<file path="src/sd_spi_pkg.sv">
// Shared SD SPI-mode types and constants; frames go out MSB first and use fixed CRC bytes
`default_nettype none

package sd_spi_pkg;

  typedef logic [7:0] sd_byte_t;
  typedef logic [47:0] sd_frame_t; // Command, 32-bit argument, CRC
  typedef logic [31:0] sd_addr_t;

  // Byte-level jobs the sequencer hands to the transfer engine
  typedef enum logic [2:0] {
    OP_SEND_FRAME,
    OP_SEND_FILL,
    OP_SEND_DATA,
    OP_RECV_POLL,
    OP_RECV_DATA
  } xfer_op_t;

  localparam int FRAME_BYTES = 6;
  localparam sd_byte_t FILL_BYTE = 8'hFF;
  localparam int INIT_FILL_BYTES = 10; // Clocks for card power-up, CS high
  localparam int CRC_BYTES = 2;

  localparam sd_frame_t CMD0_FRAME = 48'h400000000095;
  localparam sd_frame_t CMD1_FRAME = 48'h4100000000F9;
  localparam sd_byte_t CMD16_INDEX = 8'h50; // SET_BLOCKLEN
  localparam sd_byte_t CMD17_INDEX = 8'h51; // READ_SINGLE_BLOCK
  localparam sd_byte_t CMD24_INDEX = 8'h58; // WRITE_BLOCK
  localparam sd_frame_t WRITE_TOKEN_FRAME = 48'hFFFFFFFFFFFE; // Gap bytes then start token

  localparam sd_byte_t R1_IDLE = 8'h01;
  localparam sd_byte_t R1_READY = 8'h00;
  localparam sd_byte_t TOKEN_START = 8'hFE;
  localparam sd_byte_t DATA_RESP_MASK = 8'h1F;
  localparam sd_byte_t DATA_ACCEPTED = 8'h05;

  localparam int BLOCK_LEN_DEFAULT = 512;

endpackage

`default_nettype wire

</file>
<file path="src/sd_cmd_shifter.sv">
// Six-byte command frame shifter; load and shift must not be asserted in the same cycle
`timescale 1ns/1ps
`default_nettype none

module sd_cmd_shifter (
  input  logic                  clk_i,
  input  logic                  rst_i,
  input  logic                  load,
  input  sd_spi_pkg::sd_frame_t frame,
  input  logic                  shift,
  output sd_spi_pkg::sd_byte_t  tx_byte,
  output logic                  last_byte
);

  localparam int FW = $bits(sd_spi_pkg::sd_frame_t);

  sd_spi_pkg::sd_frame_t frame_q;
  logic [2:0]            sent_cnt;

  // Frame contents, byte-wise shift toward the MSB
  always_ff @(posedge clk_i) begin
    if (load) begin
      frame_q <= frame;
    end else if (shift) begin
      frame_q <= {frame_q[FW-9:0], sd_spi_pkg::FILL_BYTE}; // Refill with idle bytes
    end
  end

  always_ff @(posedge clk_i) begin
    if (rst_i) begin
      sent_cnt <= '0;
    end else if (load) begin
      sent_cnt <= '0;
    end else if (shift) begin
      sent_cnt <= sent_cnt + 3'd1;
    end
  end

  assign tx_byte   = frame_q[FW-1 -: 8]; // Next byte on the wire
  assign last_byte = (sent_cnt == 3'(sd_spi_pkg::FRAME_BYTES - 1));

endmodule

`default_nettype wire

</file>
<file path="src/sd_xfer_engine.sv">
// Byte transfer engine, one SPI exchange in flight; BLOCK_LEN must be at least INIT_FILL_BYTES
`timescale 1ns/1ps
`default_nettype none

module sd_xfer_engine #(
  parameter int BLOCK_LEN = sd_spi_pkg::BLOCK_LEN_DEFAULT
) (
  input  logic                           clk_i,
  input  logic                           rst_i,
  input  logic                           op_start,
  input  sd_spi_pkg::xfer_op_t           op_kind,
  input  logic [$clog2(BLOCK_LEN+1)-1:0] op_count,
  input  sd_spi_pkg::sd_frame_t          op_frame,
  output logic                           op_done,
  output sd_spi_pkg::sd_byte_t           op_resp,
  output logic                           spi_start,
  output sd_spi_pkg::sd_byte_t           spi_tx_data,
  input  logic                           spi_done,
  input  sd_spi_pkg::sd_byte_t           spi_rx_data,
  input  sd_spi_pkg::sd_byte_t           wr_data,
  output logic                           wr_data_pop,
  output sd_spi_pkg::sd_byte_t           rd_data,
  output logic                           rd_data_valid
);

  localparam int CNT_W = $clog2(BLOCK_LEN + 1);

  typedef enum logic [1:0] {
    ST_IDLE,
    ST_WAIT,
    ST_FINISH
  } state_t;

  state_t               state;
  sd_spi_pkg::xfer_op_t kind_q;
  logic [CNT_W-1:0]     count_q;
  logic [CNT_W-1:0]     byte_cnt;
  sd_spi_pkg::sd_byte_t rx_q;
  sd_spi_pkg::sd_byte_t frame_byte;
  logic                 frame_last;
  logic                 accept;
  logic                 byte_done;
  logic                 op_end;

  assign accept    = (state == ST_IDLE) && op_start;
  assign byte_done = (state == ST_WAIT) && spi_done;

  sd_cmd_shifter u_sd_cmd_shifter (
    .clk_i     (clk_i),
    .rst_i     (rst_i),
    .load      (accept),
    .frame     (op_frame),
    .shift     (byte_done && (kind_q == sd_spi_pkg::OP_SEND_FRAME)),
    .tx_byte   (frame_byte),
    .last_byte (frame_last)
  );

  // Does the byte completing now end the operation
  always_comb begin
    case (kind_q)
      sd_spi_pkg::OP_SEND_FRAME: op_end = frame_last;
      sd_spi_pkg::OP_RECV_POLL:  op_end = (spi_rx_data != sd_spi_pkg::FILL_BYTE);
      default:                   op_end = ((byte_cnt + CNT_W'(1)) == count_q);
    endcase
  end

  always_comb begin
    case (kind_q)
      sd_spi_pkg::OP_SEND_FRAME: spi_tx_data = frame_byte;
      sd_spi_pkg::OP_SEND_DATA:  spi_tx_data = wr_data;
      default:                   spi_tx_data = sd_spi_pkg::FILL_BYTE; // Clock-out only
    endcase
  end

  always_ff @(posedge clk_i) begin
    if (rst_i) begin
      state         <= ST_IDLE;
      kind_q        <= sd_spi_pkg::OP_SEND_FILL;
      byte_cnt      <= '0;
      spi_start     <= 1'b0;
      rd_data_valid <= 1'b0;
    end else begin
      spi_start     <= 1'b0;
      rd_data_valid <= 1'b0;
      case (state)
        ST_IDLE: begin
          if (op_start) begin
            kind_q    <= op_kind;
            byte_cnt  <= '0;
            spi_start <= 1'b1; // First byte goes out next cycle
            state     <= ST_WAIT;
          end
        end
        ST_WAIT: begin
          if (spi_done) begin
            byte_cnt      <= byte_cnt + CNT_W'(1);
            rd_data_valid <= (kind_q == sd_spi_pkg::OP_RECV_DATA);
            if (op_end) begin
              state <= ST_FINISH;
            end else begin
              spi_start <= 1'b1; // Back-to-back bytes
            end
          end
        end
        default: begin
          state <= ST_IDLE;
        end
      endcase
    end
  end

  always_ff @(posedge clk_i) begin
    if (accept) begin
      count_q <= op_count;
    end
    if (byte_done) begin
      rx_q <= spi_rx_data; // Latest card byte
    end
  end

  assign op_done     = (state == ST_FINISH);
  assign op_resp     = rx_q;
  assign rd_data     = rx_q;
  assign wr_data_pop = spi_start && (kind_q == sd_spi_pkg::OP_SEND_DATA);

endmodule

`default_nettype wire

</file>
<file path="src/sd_card_seq.sv">
// SD card sequencer; no timeouts or write-busy polling, and an error holds until reset
`timescale 1ns/1ps
`default_nettype none

module sd_card_seq #(
  parameter int BLOCK_LEN = sd_spi_pkg::BLOCK_LEN_DEFAULT
) (
  input  logic                           clk_i,
  input  logic                           rst_i,
  input  logic                           cmd_read,
  input  logic                           cmd_write,
  input  sd_spi_pkg::sd_addr_t           block_addr,
  output logic                           busy,
  output logic                           error,
  output logic                           card_cs,
  output logic                           op_start,
  output sd_spi_pkg::xfer_op_t           op_kind,
  output logic [$clog2(BLOCK_LEN+1)-1:0] op_count,
  output sd_spi_pkg::sd_frame_t          op_frame,
  input  logic                           op_done,
  input  sd_spi_pkg::sd_byte_t           op_resp
);

  localparam int CNT_W = $clog2(BLOCK_LEN + 1);
  localparam sd_spi_pkg::sd_addr_t BLK_ARG = BLOCK_LEN; // CMD16 argument

  typedef enum logic [4:0] {
    ST_BOOT, ST_INIT_FILL, ST_CMD0, ST_CMD0_RESP, ST_CMD1, ST_CMD1_RESP,
    ST_CMD16, ST_CMD16_RESP, ST_IDLE,
    ST_RD_CMD, ST_RD_RESP, ST_RD_TOKEN, ST_RD_DATA, ST_RD_CRC,
    ST_WR_CMD, ST_WR_RESP, ST_WR_TOKEN, ST_WR_DATA, ST_WR_CRC, ST_WR_DRESP,
    ST_ERROR
  } state_t;

  state_t               state;
  state_t               state_next;
  sd_spi_pkg::sd_addr_t addr_q;

  // Where to go once the current operation reports its last byte
  function automatic state_t after_op(input state_t st, input sd_spi_pkg::sd_byte_t resp);
    case (st)
      ST_INIT_FILL:  return ST_CMD0;
      ST_CMD0:       return ST_CMD0_RESP;
      ST_CMD0_RESP:  return (resp == sd_spi_pkg::R1_IDLE) ? ST_CMD1 : ST_ERROR;
      ST_CMD1:       return ST_CMD1_RESP;
      ST_CMD1_RESP:  return (resp == sd_spi_pkg::R1_IDLE)  ? ST_CMD1 :   // Still idle, resend
                            (resp == sd_spi_pkg::R1_READY) ? ST_CMD16 : ST_ERROR;
      ST_CMD16:      return ST_CMD16_RESP;
      ST_CMD16_RESP: return (resp == sd_spi_pkg::R1_READY) ? ST_IDLE : ST_ERROR;
      ST_RD_CMD:     return ST_RD_RESP;
      ST_RD_RESP:    return (resp == sd_spi_pkg::R1_READY) ? ST_RD_TOKEN : ST_ERROR;
      ST_RD_TOKEN:   return (resp == sd_spi_pkg::TOKEN_START) ? ST_RD_DATA : ST_ERROR;
      ST_RD_DATA:    return ST_RD_CRC;
      ST_RD_CRC:     return ST_IDLE;
      ST_WR_CMD:     return ST_WR_RESP;
      ST_WR_RESP:    return (resp == sd_spi_pkg::R1_READY) ? ST_WR_TOKEN : ST_ERROR;
      ST_WR_TOKEN:   return ST_WR_DATA;
      ST_WR_DATA:    return ST_WR_CRC;
      ST_WR_CRC:     return ST_WR_DRESP;
      ST_WR_DRESP:   return ((resp & sd_spi_pkg::DATA_RESP_MASK) == sd_spi_pkg::DATA_ACCEPTED)
                            ? ST_IDLE : ST_ERROR;
      default:       return ST_ERROR;
    endcase
  endfunction

  always_comb begin
    state_next = state;
    case (state)
      ST_BOOT:  state_next = ST_INIT_FILL;
      ST_IDLE: begin
        if (cmd_read) begin
          state_next = ST_RD_CMD; // Read has priority
        end else if (cmd_write) begin
          state_next = ST_WR_CMD;
        end
      end
      ST_ERROR: state_next = ST_ERROR;
      default: begin
        if (op_done) begin
          state_next = after_op(state, op_resp);
        end
      end
    endcase
  end

  // Operation parameters per state, sampled by the engine with op_start
  always_comb begin
    op_kind  = sd_spi_pkg::OP_RECV_POLL;
    op_count = '0;
    op_frame = {sd_spi_pkg::FRAME_BYTES{sd_spi_pkg::FILL_BYTE}};
    case (state)
      ST_INIT_FILL: begin
        op_kind  = sd_spi_pkg::OP_SEND_FILL;
        op_count = CNT_W'(sd_spi_pkg::INIT_FILL_BYTES);
      end
      ST_CMD0:  {op_kind, op_frame} = {sd_spi_pkg::OP_SEND_FRAME, sd_spi_pkg::CMD0_FRAME};
      ST_CMD1:  {op_kind, op_frame} = {sd_spi_pkg::OP_SEND_FRAME, sd_spi_pkg::CMD1_FRAME};
      ST_CMD16: begin
        op_kind  = sd_spi_pkg::OP_SEND_FRAME;
        op_frame = {sd_spi_pkg::CMD16_INDEX, BLK_ARG, sd_spi_pkg::FILL_BYTE};
      end
      ST_RD_CMD: begin
        op_kind  = sd_spi_pkg::OP_SEND_FRAME;
        op_frame = {sd_spi_pkg::CMD17_INDEX, addr_q, sd_spi_pkg::FILL_BYTE};
      end
      ST_WR_CMD: begin
        op_kind  = sd_spi_pkg::OP_SEND_FRAME;
        op_frame = {sd_spi_pkg::CMD24_INDEX, addr_q, sd_spi_pkg::FILL_BYTE};
      end
      ST_WR_TOKEN: begin
        op_kind  = sd_spi_pkg::OP_SEND_FRAME;
        op_frame = sd_spi_pkg::WRITE_TOKEN_FRAME;
      end
      ST_RD_DATA: {op_kind, op_count} = {sd_spi_pkg::OP_RECV_DATA, CNT_W'(BLOCK_LEN)};
      ST_WR_DATA: {op_kind, op_count} = {sd_spi_pkg::OP_SEND_DATA, CNT_W'(BLOCK_LEN)};
      ST_RD_CRC, ST_WR_CRC: begin
        op_kind  = sd_spi_pkg::OP_SEND_FILL; // CRC is not checked
        op_count = CNT_W'(sd_spi_pkg::CRC_BYTES);
      end
      default: op_kind = sd_spi_pkg::OP_RECV_POLL; // R1, token and data-response polls
    endcase
  end

  always_ff @(posedge clk_i) begin
    if (rst_i) begin
      state    <= ST_BOOT;
      op_start <= 1'b0;
    end else begin
      state    <= state_next;
      op_start <= (state_next != state) && !(state_next inside {ST_IDLE, ST_ERROR});
    end
  end

  always_ff @(posedge clk_i) begin
    if ((state == ST_IDLE) && (cmd_read || cmd_write)) begin
      addr_q <= block_addr;
    end
  end

  assign busy    = (state != ST_IDLE);
  assign error   = (state == ST_ERROR);
  assign card_cs = state inside {ST_BOOT, ST_INIT_FILL, ST_IDLE, ST_ERROR}; // Active low

endmodule

`default_nettype wire

</file>
<file path="src/sd_spi_ctrl.sv">
// SD SPI-mode controller top; host strobes have no back-pressure and go unseen while busy
`timescale 1ns/1ps
`default_nettype none

module sd_spi_ctrl #(
  parameter int BLOCK_LEN = sd_spi_pkg::BLOCK_LEN_DEFAULT
) (
  input  logic                 clk_i,
  input  logic                 rst_i,
  input  logic                 cmd_read,
  input  logic                 cmd_write,
  input  sd_spi_pkg::sd_addr_t block_addr,
  input  sd_spi_pkg::sd_byte_t wr_data,
  output logic                 wr_data_pop,
  output sd_spi_pkg::sd_byte_t rd_data,
  output logic                 rd_data_valid,
  output logic                 busy,
  output logic                 error,
  output logic                 card_cs,
  output logic                 spi_start,
  output sd_spi_pkg::sd_byte_t spi_tx_data,
  input  logic                 spi_done,
  input  sd_spi_pkg::sd_byte_t spi_rx_data
);

  localparam int CNT_W = $clog2(BLOCK_LEN + 1);

  logic                  op_start;
  sd_spi_pkg::xfer_op_t  op_kind;
  logic [CNT_W-1:0]      op_count;
  sd_spi_pkg::sd_frame_t op_frame;
  logic                  op_done;
  sd_spi_pkg::sd_byte_t  op_resp;

  sd_card_seq #(.BLOCK_LEN(BLOCK_LEN)) u_sd_card_seq (
    .clk_i(clk_i), .rst_i(rst_i), .cmd_read(cmd_read), .cmd_write(cmd_write),
    .block_addr(block_addr), .busy(busy), .error(error), .card_cs(card_cs),
    .op_start(op_start), .op_kind(op_kind), .op_count(op_count), .op_frame(op_frame),
    .op_done(op_done), .op_resp(op_resp)
  );

  sd_xfer_engine #(.BLOCK_LEN(BLOCK_LEN)) u_sd_xfer_engine (
    .clk_i(clk_i), .rst_i(rst_i), .op_start(op_start), .op_kind(op_kind),
    .op_count(op_count), .op_frame(op_frame), .op_done(op_done), .op_resp(op_resp),
    .spi_start(spi_start), .spi_tx_data(spi_tx_data), .spi_done(spi_done),
    .spi_rx_data(spi_rx_data), .wr_data(wr_data), .wr_data_pop(wr_data_pop),
    .rd_data(rd_data), .rd_data_valid(rd_data_valid)
  );

endmodule

`default_nettype wire

</file>
<file path="config.mk">
export PLATFORM = sky130hd
export DESIGN_NAME = sd_spi_ctrl
export DESIGN_NICKNAME = d
export VERILOG_FILES = /design/src/sd_spi_pkg.sv /design/src/sd_cmd_shifter.sv /design/src/sd_xfer_engine.sv /design/src/sd_card_seq.sv /design/src/sd_spi_ctrl.sv
export SDC_FILE = /design/constraint.sdc
export NUM_CORES = 1
export LEC_CHECK = 0
export BUFFER_PORTS_ARGS = -buffer_cell sky130_fd_sc_hd__buf_2
export CAP_MARGIN = 15
export CORE_UTILIZATION = 40
export CTS_BUF_LIST = sky130_fd_sc_hd__clkbuf_2
export DETAILED_ROUTE_END_ITERATION = 16
export MAX_ROUTING_LAYER = met4
export PLACE_DENSITY = 0.59
export SYNTH_ARGS = -nofsm -noshare
export SYNTH_HDL_FRONTEND = slang
export SYNTH_SLANG_ARGS = --single-unit
export TNS_END_PERCENT = 100
</file>
<file path="constraint.sdc">
create_clock -name clk_i -period 4.85 [get_ports clk_i]
set_clock_uncertainty 0.1 [all_clocks]
set_input_delay 0.7275 -clock clk_i [delete_from_list [all_inputs] [get_ports clk_i]]
set_output_delay 0.7275 -clock clk_i [all_outputs]
set_load 0.02 [all_outputs]
</file>
==> flow_metrics.env, run 1 <==
export IMPL_status="finished clean"
export IMPL_hold_violations=0
export IMPL_area_growth_pct=13.8
export IMPL_io_pins=75
export IMPL_die_area_mm2=0.0139
export IMPL_power_density_mw_per_mm2=344
export IMPL_overflow=0
export IMPL_p_int_w=0.00148
export IMPL_die_w_um=118
export IMPL_synth_edff_count=87
export IMPL_max_freq_ghz=0.276
export IMPL_p_switching_w=0.000629
export IMPL_p_leak_nw=2.17
export IMPL_maxSlewViolCount=0
export IMPL_clock_latency_ns=0.67
export IMPL_synth_xor_area_share_pct=2.44
export IMPL_grt_pass1_wl_um=19500
export IMPL_synth_compound_area_share_pct=15.8
export IMPL_pre_cts_ws_ns=1.46
export IMPL_rows=41
export IMPL_synth_distinct_cells=66
export IMPL_die_height_um=118
export IMPL_viasPerCell=5.30
export IMPL_dr_first_iter_drc_count=345
export IMPL_min_path_type="input pin to flop"
export IMPL_synth_top_family_by_area="simple AND/OR/NAND/NOR gates"
export IMPL_wl_per_cell_um=14.9
export IMPL_async_flop_share_pct=0
export IMPL_syn_area_per_cell_um2=10.4
export IMPL_cts_tree="built"
export IMPL_path_clk_slew_ns=0.20
export IMPL_hpwl_um=7710
export IMPL_worstMarginPinSlew_ns=1.07
export IMPL_drive_above_1_share_pct=21.3
export IMPL_vias=4070
export IMPL_synth_area_mm2=0.00537
export IMPL_synthMuxAreaShare_pct=1.68
export IMPL_critPathCaptureType="output pin"
export IMPL_setup_viol=0
export IMPL_antenna_found_initial=1
export IMPL_swShare_pct=29.9
export IMPL_wl_um=11500
export IMPL_maxSlewHeadroom_pct=28.4
export IMPL_ant_nets=0
export IMPL_ys_warnings_count=0
export IMPL_groute_usage_overall_pct=18.3
export IMPL_ys_seq_area_share_pct=58.3
export IMPL_floorplan_initialDensity_pct=41.7
export IMPL_htree_levels=4
export IMPL_synthAdderAreaFrac_pct=0.698
export IMPL_period_share_pct=74.7
export IMPL_start_kind="flop"
export IMPL_synthFlopType="edfxtp_1"
export IMPL_core_area_mm2=0.0129
export IMPL_setup_slack_ns=1.23
export IMPL_min_period_ns=3.62
export IMPL_cts_sinks=113
export IMPL_path_max_fanout=27
export IMPL_grt_max_degree=65
export IMPL_portBuffers=74
export IMPL_tns_ns=0
export IMPL_post_cts_setup_buffers=0
export IMPL_final_nets=638
export IMPL_gp_congestion=0.859
export IMPL_clockBufferDepth=2
export IMPL_synth_nets=573
export IMPL_cap_violations=0
export IMPL_numCtsBuffers=17
export IMPL_ctsHoldBuffers=0
export IMPL_syn_inst=517
export IMPL_ctsResizeCount=0
export IMPL_crit_type="flop to output pin"
export IMPL_crit_required_ns=4.02
export IMPL_ys_ff_latch=113
export IMPL_pwr_share_clk_pct=30.0
export IMPL_first_pass_iters=5
export IMPL_peakVddDrop_mv=0.186
export IMPL_comb_power_share_pct=14.4
export IMPL_cp_data_arrival_time_ns=2.80
export IMPL_pwr_share_seq_pct=55.6
export IMPL_grt_pass1_vias=4009
export IMPL_synth_simple_area_share_pct=18.0
export IMPL_cts_root_buf="clkbuf_2"
export IMPL_rsz0062_at_grt="false"
export IMPL_drc=0
[cell type report]
class | instances | area [µm²]
Clock inverter | 15 | 158
Multi-Input combinational cell | 365 | 2090
Inverter | 6 | 22.5
Timing Repair Buffer | 79 | 408
Sequential cell | 113 | 3130
Antenna cell | 1 | 2.50
Clock buffer | 17 | 85.1
Tap cell | 172 | 215
Fill cell | 1269 | 6760
[worst max-delay path, cell delays in order, from the launching register on]
cell and delay (ns):
dfxtp_1 1.00, nand2b_1 0.23, a2111oi_2 0.54, or2_2 0.19, buf_2 0.15
[synth_stat cells, types with 4 or more instances]
cell,instances,share of area [%]
a21oi_1,50,4.7
a22oi_1,7,0.98
a31oi_1,5,0.58
and3_1,5,0.58
buf_2,9,0.84
clkbuf_1,22,1.5
dfxtp_1,26,9.7
edfxtp_1,87,49
mux2i_1,9,1.7
nand2_1,75,5.2
nand2b_1,5,0.58
nand3_1,12,1.1
nand4_1,4,0.47
nor2_1,57,4.0
nor2b_1,5,0.58
nor3_1,14,1.3
nor4_1,4,0.47
o21ai_0,40,3.7
xnor2_1,8,1.3
xor2_1,7,1.1
[layer usage]
layer / wire length [µm] / vias to the layer above / part of all wire, % / GRT usage [%]
li1: - / 2033 / - / -
met1: 5400 / 1915 / 47 / 23.6
met2: 5470 / 120 / 48 / 27.2
met3: 585 / 2 / 5.1 / 4.94
met4: 9 / 0 / 0.078 / 6.97
met5: 0 / - / 0 / -
[flip-flops by register name, indices dropped and copies added (netlist names)]
name and cells:
u_sd_card_seq.state 5, u_sd_xfer_engine.rd_data_valid 1, u_sd_xfer_engine.byte_cnt 10, u_sd_xfer_engine.kind_q 3, u_sd_card_seq.addr_q 32, u_sd_xfer_engine.spi_start 1
u_sd_xfer_engine.state 2, u_sd_card_seq.op_start 1, u_sd_xfer_engine.op_resp 8, u_sd_xfer_engine.u_sd_cmd_shifter.frame_q 44, u_sd_xfer_engine.count_q 3, u_sd_xfer_engine.u_sd_cmd_shifter.sent_cnt 3
[cell usage in the layout (no fill, tap or decap), types with 3 or more instances in the layout]
cell type and instances:
a21oi_1 50, a22oi_1 7, a31oi_1 5, and3_1 5, buf_2 74, buf_4 5
clkbuf_2 17, clkinv_1 5, clkinv_4 3, dfxtp_1 26, edfxtp_1 87, ha_1 3
inv_1 3, inv_6 5, mux2i_1 9, nand2_1 74, nand2b_1 5, nand3_1 12
nand4_1 4, nor2_1 56, nor2b_1 5, nor3_1 13, nor4_1 4, o21ai_0 40
xnor2_1 8, xor2_1 7
[power groups by stage]
stage | sequential, W | clock (W) | combinational (W)
after floorplan | 0.00116 | 0 | 0.000236
after global placement | 0.00119 | 0 | 0.000300
after detailed placement | 0.00119 | 0 | 0.000306
after CTS | 0.00117 | 0.000655 | 0.000307
after global routing | 0.00118 | 0.000700 | 0.000344
final | 0.00117 | 0.000631 | 0.000303
[stage by stage]
step | hold WS (ns) | total power, W | cell area [µm²] | instances | util (%)
after floorplan | 0.365 | 0.00140 | 5370 | 517 | -
after global placement | 0.391 | 0.00149 | 5870 | 735 | 45.6
after detailed placement | 0.392 | 0.00150 | 5870 | 735 | 45.6
after CTS | 0.0346 | 0.00213 | 6110 | 767 | 47.5
after global routing | 0.00351 | 0.00222 | 6120 | 768 | 47.5
final | 0.116 | 0.00210 | 6120 | 768 | 47.5
[path summary, 6_finish.rpt]
kind	start	endpoint	slack (ns)	depth (start not counted)
worst max-delay path	u_sd_card_seq.state[2]	card_cs	1.23	4
worst max register to register	u_sd_xfer_engine.state[0]	u_sd_xfer_engine.u_sd_cmd_shifter.frame_q[25]	1.85	3
worst min register to register	u_sd_xfer_engine.kind_q[2]	u_sd_xfer_engine.rd_data_valid	0.43	2
worst min-delay path	block_addr[23]	u_sd_card_seq.addr_q[23]	0.12	1
[logic make-up (layout without fill, tap and decap cells)]
| kind of cell | after synthesis | count (layout) |
|---|---|---|
| other | 0 | 1 |
| multiplexers | 9 | 9 |
| XOR/XNOR | 15 | 15 |
| AO/OA/AOI/OAI | 137 | 137 |
| buffers and inverters | 39 | 117 |
| flip-flops | 113 | 113 |
| AND/OR/NAND/NOR | 201 | 201 |
| adder cells (fa/ha/maj) | 3 | 3 |
(Power assumes the default switching activity.)
==> inputs of run 2 (changes only) <==
--- a/config.mk
+++ b/config.mk
@@ -5,6 +5,7 @@
 export SDC_FILE = /design/constraint.sdc
 export NUM_CORES = 1
 export LEC_CHECK = 0
+export ABC_AREA = 1
 export BUFFER_PORTS_ARGS = -buffer_cell sky130_fd_sc_hd__buf_2
 export CAP_MARGIN = 15
 export CORE_UTILIZATION = 40
==> constraint.sdc (replaced) <==
create_clock -name clk_i -period 3.6 [get_ports clk_i]
set_clock_uncertainty 0.1 [all_clocks]
set_input_delay 0.54 -clock clk_i [delete_from_list [all_inputs] [get_ports clk_i]]
set_output_delay 0.54 -clock clk_i [all_outputs]
set_load 0.02 [all_outputs]
==> run 2 against run 1 <==
Effect of this change: first-iteration DRC count is 29% lower; register-to-register slack worse by 0.87 ns; largest cell class unchanged; critical endpoint unchanged; die area is 0.46% lower; synthesized area is 0.47% lower.
==> flow_metrics.env, run 2 <==
export IMPL_syn_area_per_cell_um2=9.11
export IMPL_period_share_pct=81.8
export IMPL_place_area_mm2=0.00590
export IMPL_ys_warnings_count=0
export IMPL_status="finished clean"
export IMPL_synth_edff_count=87
export IMPL_worstMarginPinSlew_ns=1.02
export IMPL_p_leak_nw=2.63
export IMPL_grt_pass1_wl_um=19400
export IMPL_floorplan_initialDensity_pct=41.7
export IMPL_viasPerCell=4.74
export IMPL_largest_reg_flops=44
export IMPL_crit_required_ns=2.96
export IMPL_cts_sinks=113
export IMPL_reg_top3="u_sd_xfer_engine.u_sd_cmd_shifter.frame_q (44), u_sd_card_seq.addr_q (32), u_sd_xfer_engine.byte_cnt (10)"
export IMPL_post_synth_top_count_cell="nand2_1"
export IMPL_die_height_um=118
export IMPL_final_nets=764
export IMPL_setup_viol=0
export IMPL_post_cts_setup_buffers=0
export IMPL_htree_levels=4
export IMPL_cap_violations=0
export IMPL_peakVddDrop_mv=0.326
export IMPL_utilization_pct=51.5
export IMPL_crit_type="flop to output pin"
export IMPL_ys_ff_latch=113
export IMPL_hold_violations=0
export IMPL_cts_tree="built"
export IMPL_path_max_fanout=8
export IMPL_drc=0
export IMPL_fin_hold_ws_ns=0.132
export IMPL_clockBufferDepth=2
export IMPL_tns_ns=0
export IMPL_clock_latency_ns=0.68
export IMPL_synth_distinct_cells=41
export IMPL_wl_um=11700
export IMPL_gp_congestion=0.878
export IMPL_rsz0062_at_grt="false"
export IMPL_synth_common_cells="nand2_1, edfxtp_1, nor2_1, inv_1, a21oi_1"
export IMPL_start_kind="flop"
export IMPL_first_pass_iters=4
export IMPL_ant_nets=0
export IMPL_path_clk_slew_ns=0.18
export IMPL_die_w_um=118
export IMPL_hpwl_um=8110
export IMPL_fin_cells=893
export IMPL_dp_cells=821
export IMPL_yosys_area_top_type="edfxtp_1"
export IMPL_min_period_ns=2.94
export IMPL_area_growth_pct=23.4
export IMPL_die_area_mm2=0.0138
export IMPL_drive_above_1_share_pct=20.8
export IMPL_groute_usage_overall_pct=18.3
export IMPL_final_cell_mix="nand2_1, edfxtp_1, nor2_1"
export IMPL_critPathLaunch="u_sd_card_seq.state[1]"
export IMPL_portBuffers=74
export IMPL_grt_pass1_vias=4058
export IMPL_synth_area_mm2=0.00535
export IMPL_min_path_type="input pin to flop"
export IMPL_core_area_mm2=0.0128
export IMPL_dr_first_iter_drc_count=245
export IMPL_final_fill_count=1222
export IMPL_rr_startpoint="u_sd_xfer_engine.state[0]"
export IMPL_grt_max_degree=33
export IMPL_overflow=0
export IMPL_cp_data_arrival_time_ns=2.30
export IMPL_synthFlopType="edfxtp_1"
export IMPL_wl_per_cell_um=13.1
export IMPL_vias=4229
export IMPL_numCtsBuffers=17
export IMPL_io_pins=75
export IMPL_final_common_cell="nand2_1"
export IMPL_critPathCaptureType="output pin"
export IMPL_insertedDiodeCount=0
export IMPL_antenna_found_initial=0
export IMPL_synth_area_leaders="edfxtp_1, nand2_1, dfxtp_1"
export IMPL_power_density_mw_per_mm2=669
export IMPL_rows=41
export IMPL_ys_seq_area_share_pct=58.6
export IMPL_synth_nets=643
export IMPL_max_freq_ghz=0.340
export IMPL_cts_root_buf="clkbuf_2"
export IMPL_maxSlewHeadroom_pct=31.7
export IMPL_synth_top_cell_area_share_pct=48.8
export IMPL_maxSlewViolCount=0
export IMPL_syn_inst=587
export IMPL_final_area_mm2=0.00660
export IMPL_worstHoldStart="spi_done"
export IMPL_async_flop_share_pct=0
export IMPL_top_register="u_sd_xfer_engine.u_sd_cmd_shifter.frame_q"
## run 2: cell types whose count changed after synthesis, sizes merged, moves of 9 or more
cell / change
inv: +60
o21ai: -31
clkbuf: -15
nand3: +34
nand2: +74
mux2i: -9
nor2: +36
## run 2: area by class of cell
cell class	instances	area [µm²]	area share (%)
Tap cell	172	215	3.26
Sequential cell	113	3130	47.5
Multi-Input combinational cell	394	1900	28.8
Clock buffer	18	90.1	1.36
Inverter	64	248	3.75
Clock inverter	14	214	3.24
Timing Repair Buffer	118	801	12.1
## run 2: kinds of logic (layout without fill, tap and decap cells)
logic type	Yosys count	in the layout	synth area share, %
compound gates	73	73	7.35
simple gates	309	309	25.8
xor+xnor	9	9	1.47
flops	113	113	58.6
buf+inv	80	214	6.11
fa+ha+maj	3	3	0.702
## run 2: through the flow
stage	total power, W	setup slack (ns)
final	0.00441	0.656
after detailed placement	0.00338	0.902
after global routing	0.00472	0.427
after floorplan	0.00300	0.726
after CTS	0.00445	0.594
after global placement	0.00336	0.956
## run 2: path summary, 6_finish.rpt
path | end | slack (ns) | cells past startpoint
worst max-delay path | card_cs | 0.66 | 8
worst min-delay path | u_sd_xfer_engine.state[1] | 0.13 | 5
worst max register to register | u_sd_xfer_engine.u_sd_cmd_shifter.frame_q[9] | 0.98 | 10
worst min register to register | u_sd_xfer_engine.byte_cnt[4] | 0.38 | 2
## run 2: where the power goes
| group | switching [W] | total [W] | internal [W] | leakage, nW |
|---|---|---|---|---|
| Combinational | 0.000964 | 0.00140 | 0.000438 | 1.48 |
| Clock | 0.000506 | 0.00103 | 0.000527 | 0.170 |
| Sequential | 0.000139 | 0.00198 | 0.00184 | 0.981 |
| Total | 0.00161 | 0.00441 | 0.00281 | 2.63 |
## run 2: metal layers
metal  routed length, µm  global-route usage [%]
met1                5770                    24.3
met2                5290                    27.1
met3                 485                    4.36
met4                 189                    6.81
met5                   0                       -
## run 2: timing repair
item / 4_1_cts / 5_1_grt
hold buffers: 40 / 0
resized for setup: 0 / 0
endpoints found under the hold margin: 40 / 0
## run 2: worst max-delay path, cell delays in order, from the launching register on
cell and delay, ns:
dfxtp_1 0.50, nor2_2 0.25, nand2_1 0.12, nor2_1 0.24, inv_1 0.09, nand2_1 0.13
inv_2 0.07, nand2_1 0.07, buf_2 0.16
==> inputs of run 3 (changes only) <==
==> constraint.sdc (replaced) <==
create_clock -name clk_i -period 2.9 [get_ports clk_i]
set_clock_uncertainty 0.1 [all_clocks]
set_input_delay 0.435 -clock clk_i [delete_from_list [all_inputs] [get_ports clk_i]]
set_output_delay 0.435 -clock clk_i [all_outputs]
set_load 0.02 [all_outputs]
==> run 3 against run 2 <==
Effect of this change: worst hold slack improved by 0.045 ns; sequential power increased by 25%; worst setup slack got worse by 0.49 ns; combinational power increased by 26%; via count increased by 1.6%; global-route usage increased by 0.59 points; register-to-register slack got worse by 0.49 ns; sequential share of layout area decreased by 0.37 points.
==> flow_metrics.env, run 3 (synthesis results as in run 2) <==
export IMPL_die_area_mm2=0.0138
export IMPL_numCtsBuffers=17
export IMPL_first_pass_iters=6
export IMPL_cpMostUsedCell="nand2_1"
export IMPL_drive_above_1_share_pct=21.8
export IMPL_antenna_found_initial=0
export IMPL_final_nets=772
export IMPL_clock_latency_ns=0.70
export IMPL_reg_top3="u_sd_xfer_engine.u_sd_cmd_shifter.frame_q (44), u_sd_card_seq.addr_q (32), u_sd_xfer_engine.byte_cnt (10)"
export IMPL_maxSlewHeadroom_pct=48.5
export IMPL_ant_nets=0
export IMPL_cts_sinks=113
export IMPL_vias=4297
export IMPL_maxSlewViolCount=0
export IMPL_slowest_stage="dfxtp_1"
export IMPL_cts_tree="built"
export IMPL_p_leak_nw=2.66
export IMPL_path_clk_slew_ns=0.20
export IMPL_peakVddDrop_mv=0.551
export IMPL_groute_usage_overall_pct=18.9
export IMPL_die_height_um=118
export IMPL_crit_required_ns=2.37
export IMPL_min_period_ns=2.73
export IMPL_cap_violations=0
export IMPL_tns_ns=0
export IMPL_overflow=0
export IMPL_die_w_um=118
export IMPL_io_pins=75
export IMPL_grt_pass1_wl_um=19900
export IMPL_core_area_mm2=0.0128
export IMPL_portBuffers=74
export IMPL_power_density_mw_per_mm2=817
export IMPL_final_cell_mix="nand2_1, edfxtp_1, nor2_1"
export IMPL_fin_cells=901
export IMPL_crit_type="flop to output pin"
export IMPL_route_met3_wl_um=469
export IMPL_grt_pass1_vias=4127
export IMPL_clockBufferDepth=2
export IMPL_post_cts_setup_buffers=0
export IMPL_start_kind="flop"
export IMPL_rsz0062_at_grt="false"
export IMPL_wl_um=12300
export IMPL_largest_reg_flops=44
export IMPL_status="finished clean"
export IMPL_dr_first_iter_drc_count=291
export IMPL_cp_data_arrival_time_ns=2.20
export IMPL_gp_congestion=0.951
export IMPL_drc=0
export IMPL_min_path_type="input pin to flop"
export IMPL_area_growth_pct=24.6
export IMPL_setup_viol=0
export IMPL_period_share_pct=94.2
export IMPL_place_area_mm2=0.00596
export IMPL_cts_root_buf="clkbuf_2"
export IMPL_max_freq_ghz=0.366
export IMPL_path_max_fanout=10
export IMPL_hpwl_um=8280
export IMPL_floorplan_initialDensity_pct=41.7
export IMPL_hold_violations=0
export IMPL_m1WireLength_um=5970
export IMPL_top_register="u_sd_xfer_engine.u_sd_cmd_shifter.frame_q"
export IMPL_insertedDiodeCount=0
export IMPL_htree_levels=4
export IMPL_final_area_mm2=0.00666
export IMPL_viasPerCell=4.77
export IMPL_slowest_delay_ns=0.58
export IMPL_top_layer_used="met4"
export IMPL_worstPathCellList="inv_4 -> nand2_1 -> nor2_2 -> inv_1 -> nand2_1 -> inv_2 -> nand2_1 -> buf_2"
export IMPL_grt_max_degree=45
export IMPL_critPathCaptureType="output pin"
export IMPL_dp_cells=827
export IMPL_worstMarginPinSlew_ns=0.771
export IMPL_wl_per_cell_um=13.6
export IMPL_dr_wl_met2_um=5690
export IMPL_final_common_cell="nand2_1"
export IMPL_rows=41
## run 3: stage by stage
stage	util, %	power (W)	worst slack (ns)	hold slack [ns]
3_5_place_dp	46.4	0.00423	0.547	0.360
6_report	52.0	0.00545	0.169	0.177
3_3_place_gp	46.4	0.00423	0.524	0.351
4_1_cts	51.9	0.00547	0.0177	0.127
5_1_grt	52.0	0.00579	0.0130	0.179
2_1_floorplan	-	0.00373	0.0509	0.341
## run 3: critical path, delay by kind of cell, from the launching register on
family | cells | cell delay, ns
buffers and inverters | 4 | 0.49
flip-flops | 1 | 0.58
AND/OR/NAND/NOR | 4 | 0.44
## run 3: path summary, 6_finish.rpt
path              cells after the start                          from  slack, ns                                             to
hold / removal                        6                      cmd_read       0.18                         u_sd_card_seq.state[1]
setup reg to reg                      7        u_sd_card_seq.state[3]       0.49  u_sd_xfer_engine.u_sd_cmd_shifter.frame_q[29]
setup / recovery                      8        u_sd_card_seq.state[4]       0.17                                        card_cs
hold reg to reg                       2  u_sd_xfer_engine.byte_cnt[4]       0.38                   u_sd_xfer_engine.byte_cnt[4]
## run 3: cell type report
cell class	count	area (µm²)
Clock inverter	14	190
Tap cell	172	215
Clock buffer	18	90.1
Inverter	64	248
Sequential cell	113	3140
Multi-Input combinational cell	394	1900
Timing Repair Buffer	126	878
Fill cell	1194	6160
## run 3: report_power, final
part / internal, W / switching, W / total, W
logic: 0.000591 / 0.00118 / 0.00177
clock network: 0.000566 / 0.000634 / 0.00120
registers: 0.00229 / 0.000189 / 0.00247
## run 3: metal layers
metal | up-vias | global-route usage (%)
met2 | 104 | 28.7
met3 | 16 | 4.99
li1 | 2213 | -
met1 | 1964 | 24.7
met4 | 0 | 5.85
met5 | - | -
## run 3: repair_timing
action / 4_1_cts / 5_1_grt
hold buffers: 42 / 0
setup endpoints to repair: 0 / 1
gates resized for setup: 0 / 4
hold endpoints to repair: 44 / 0
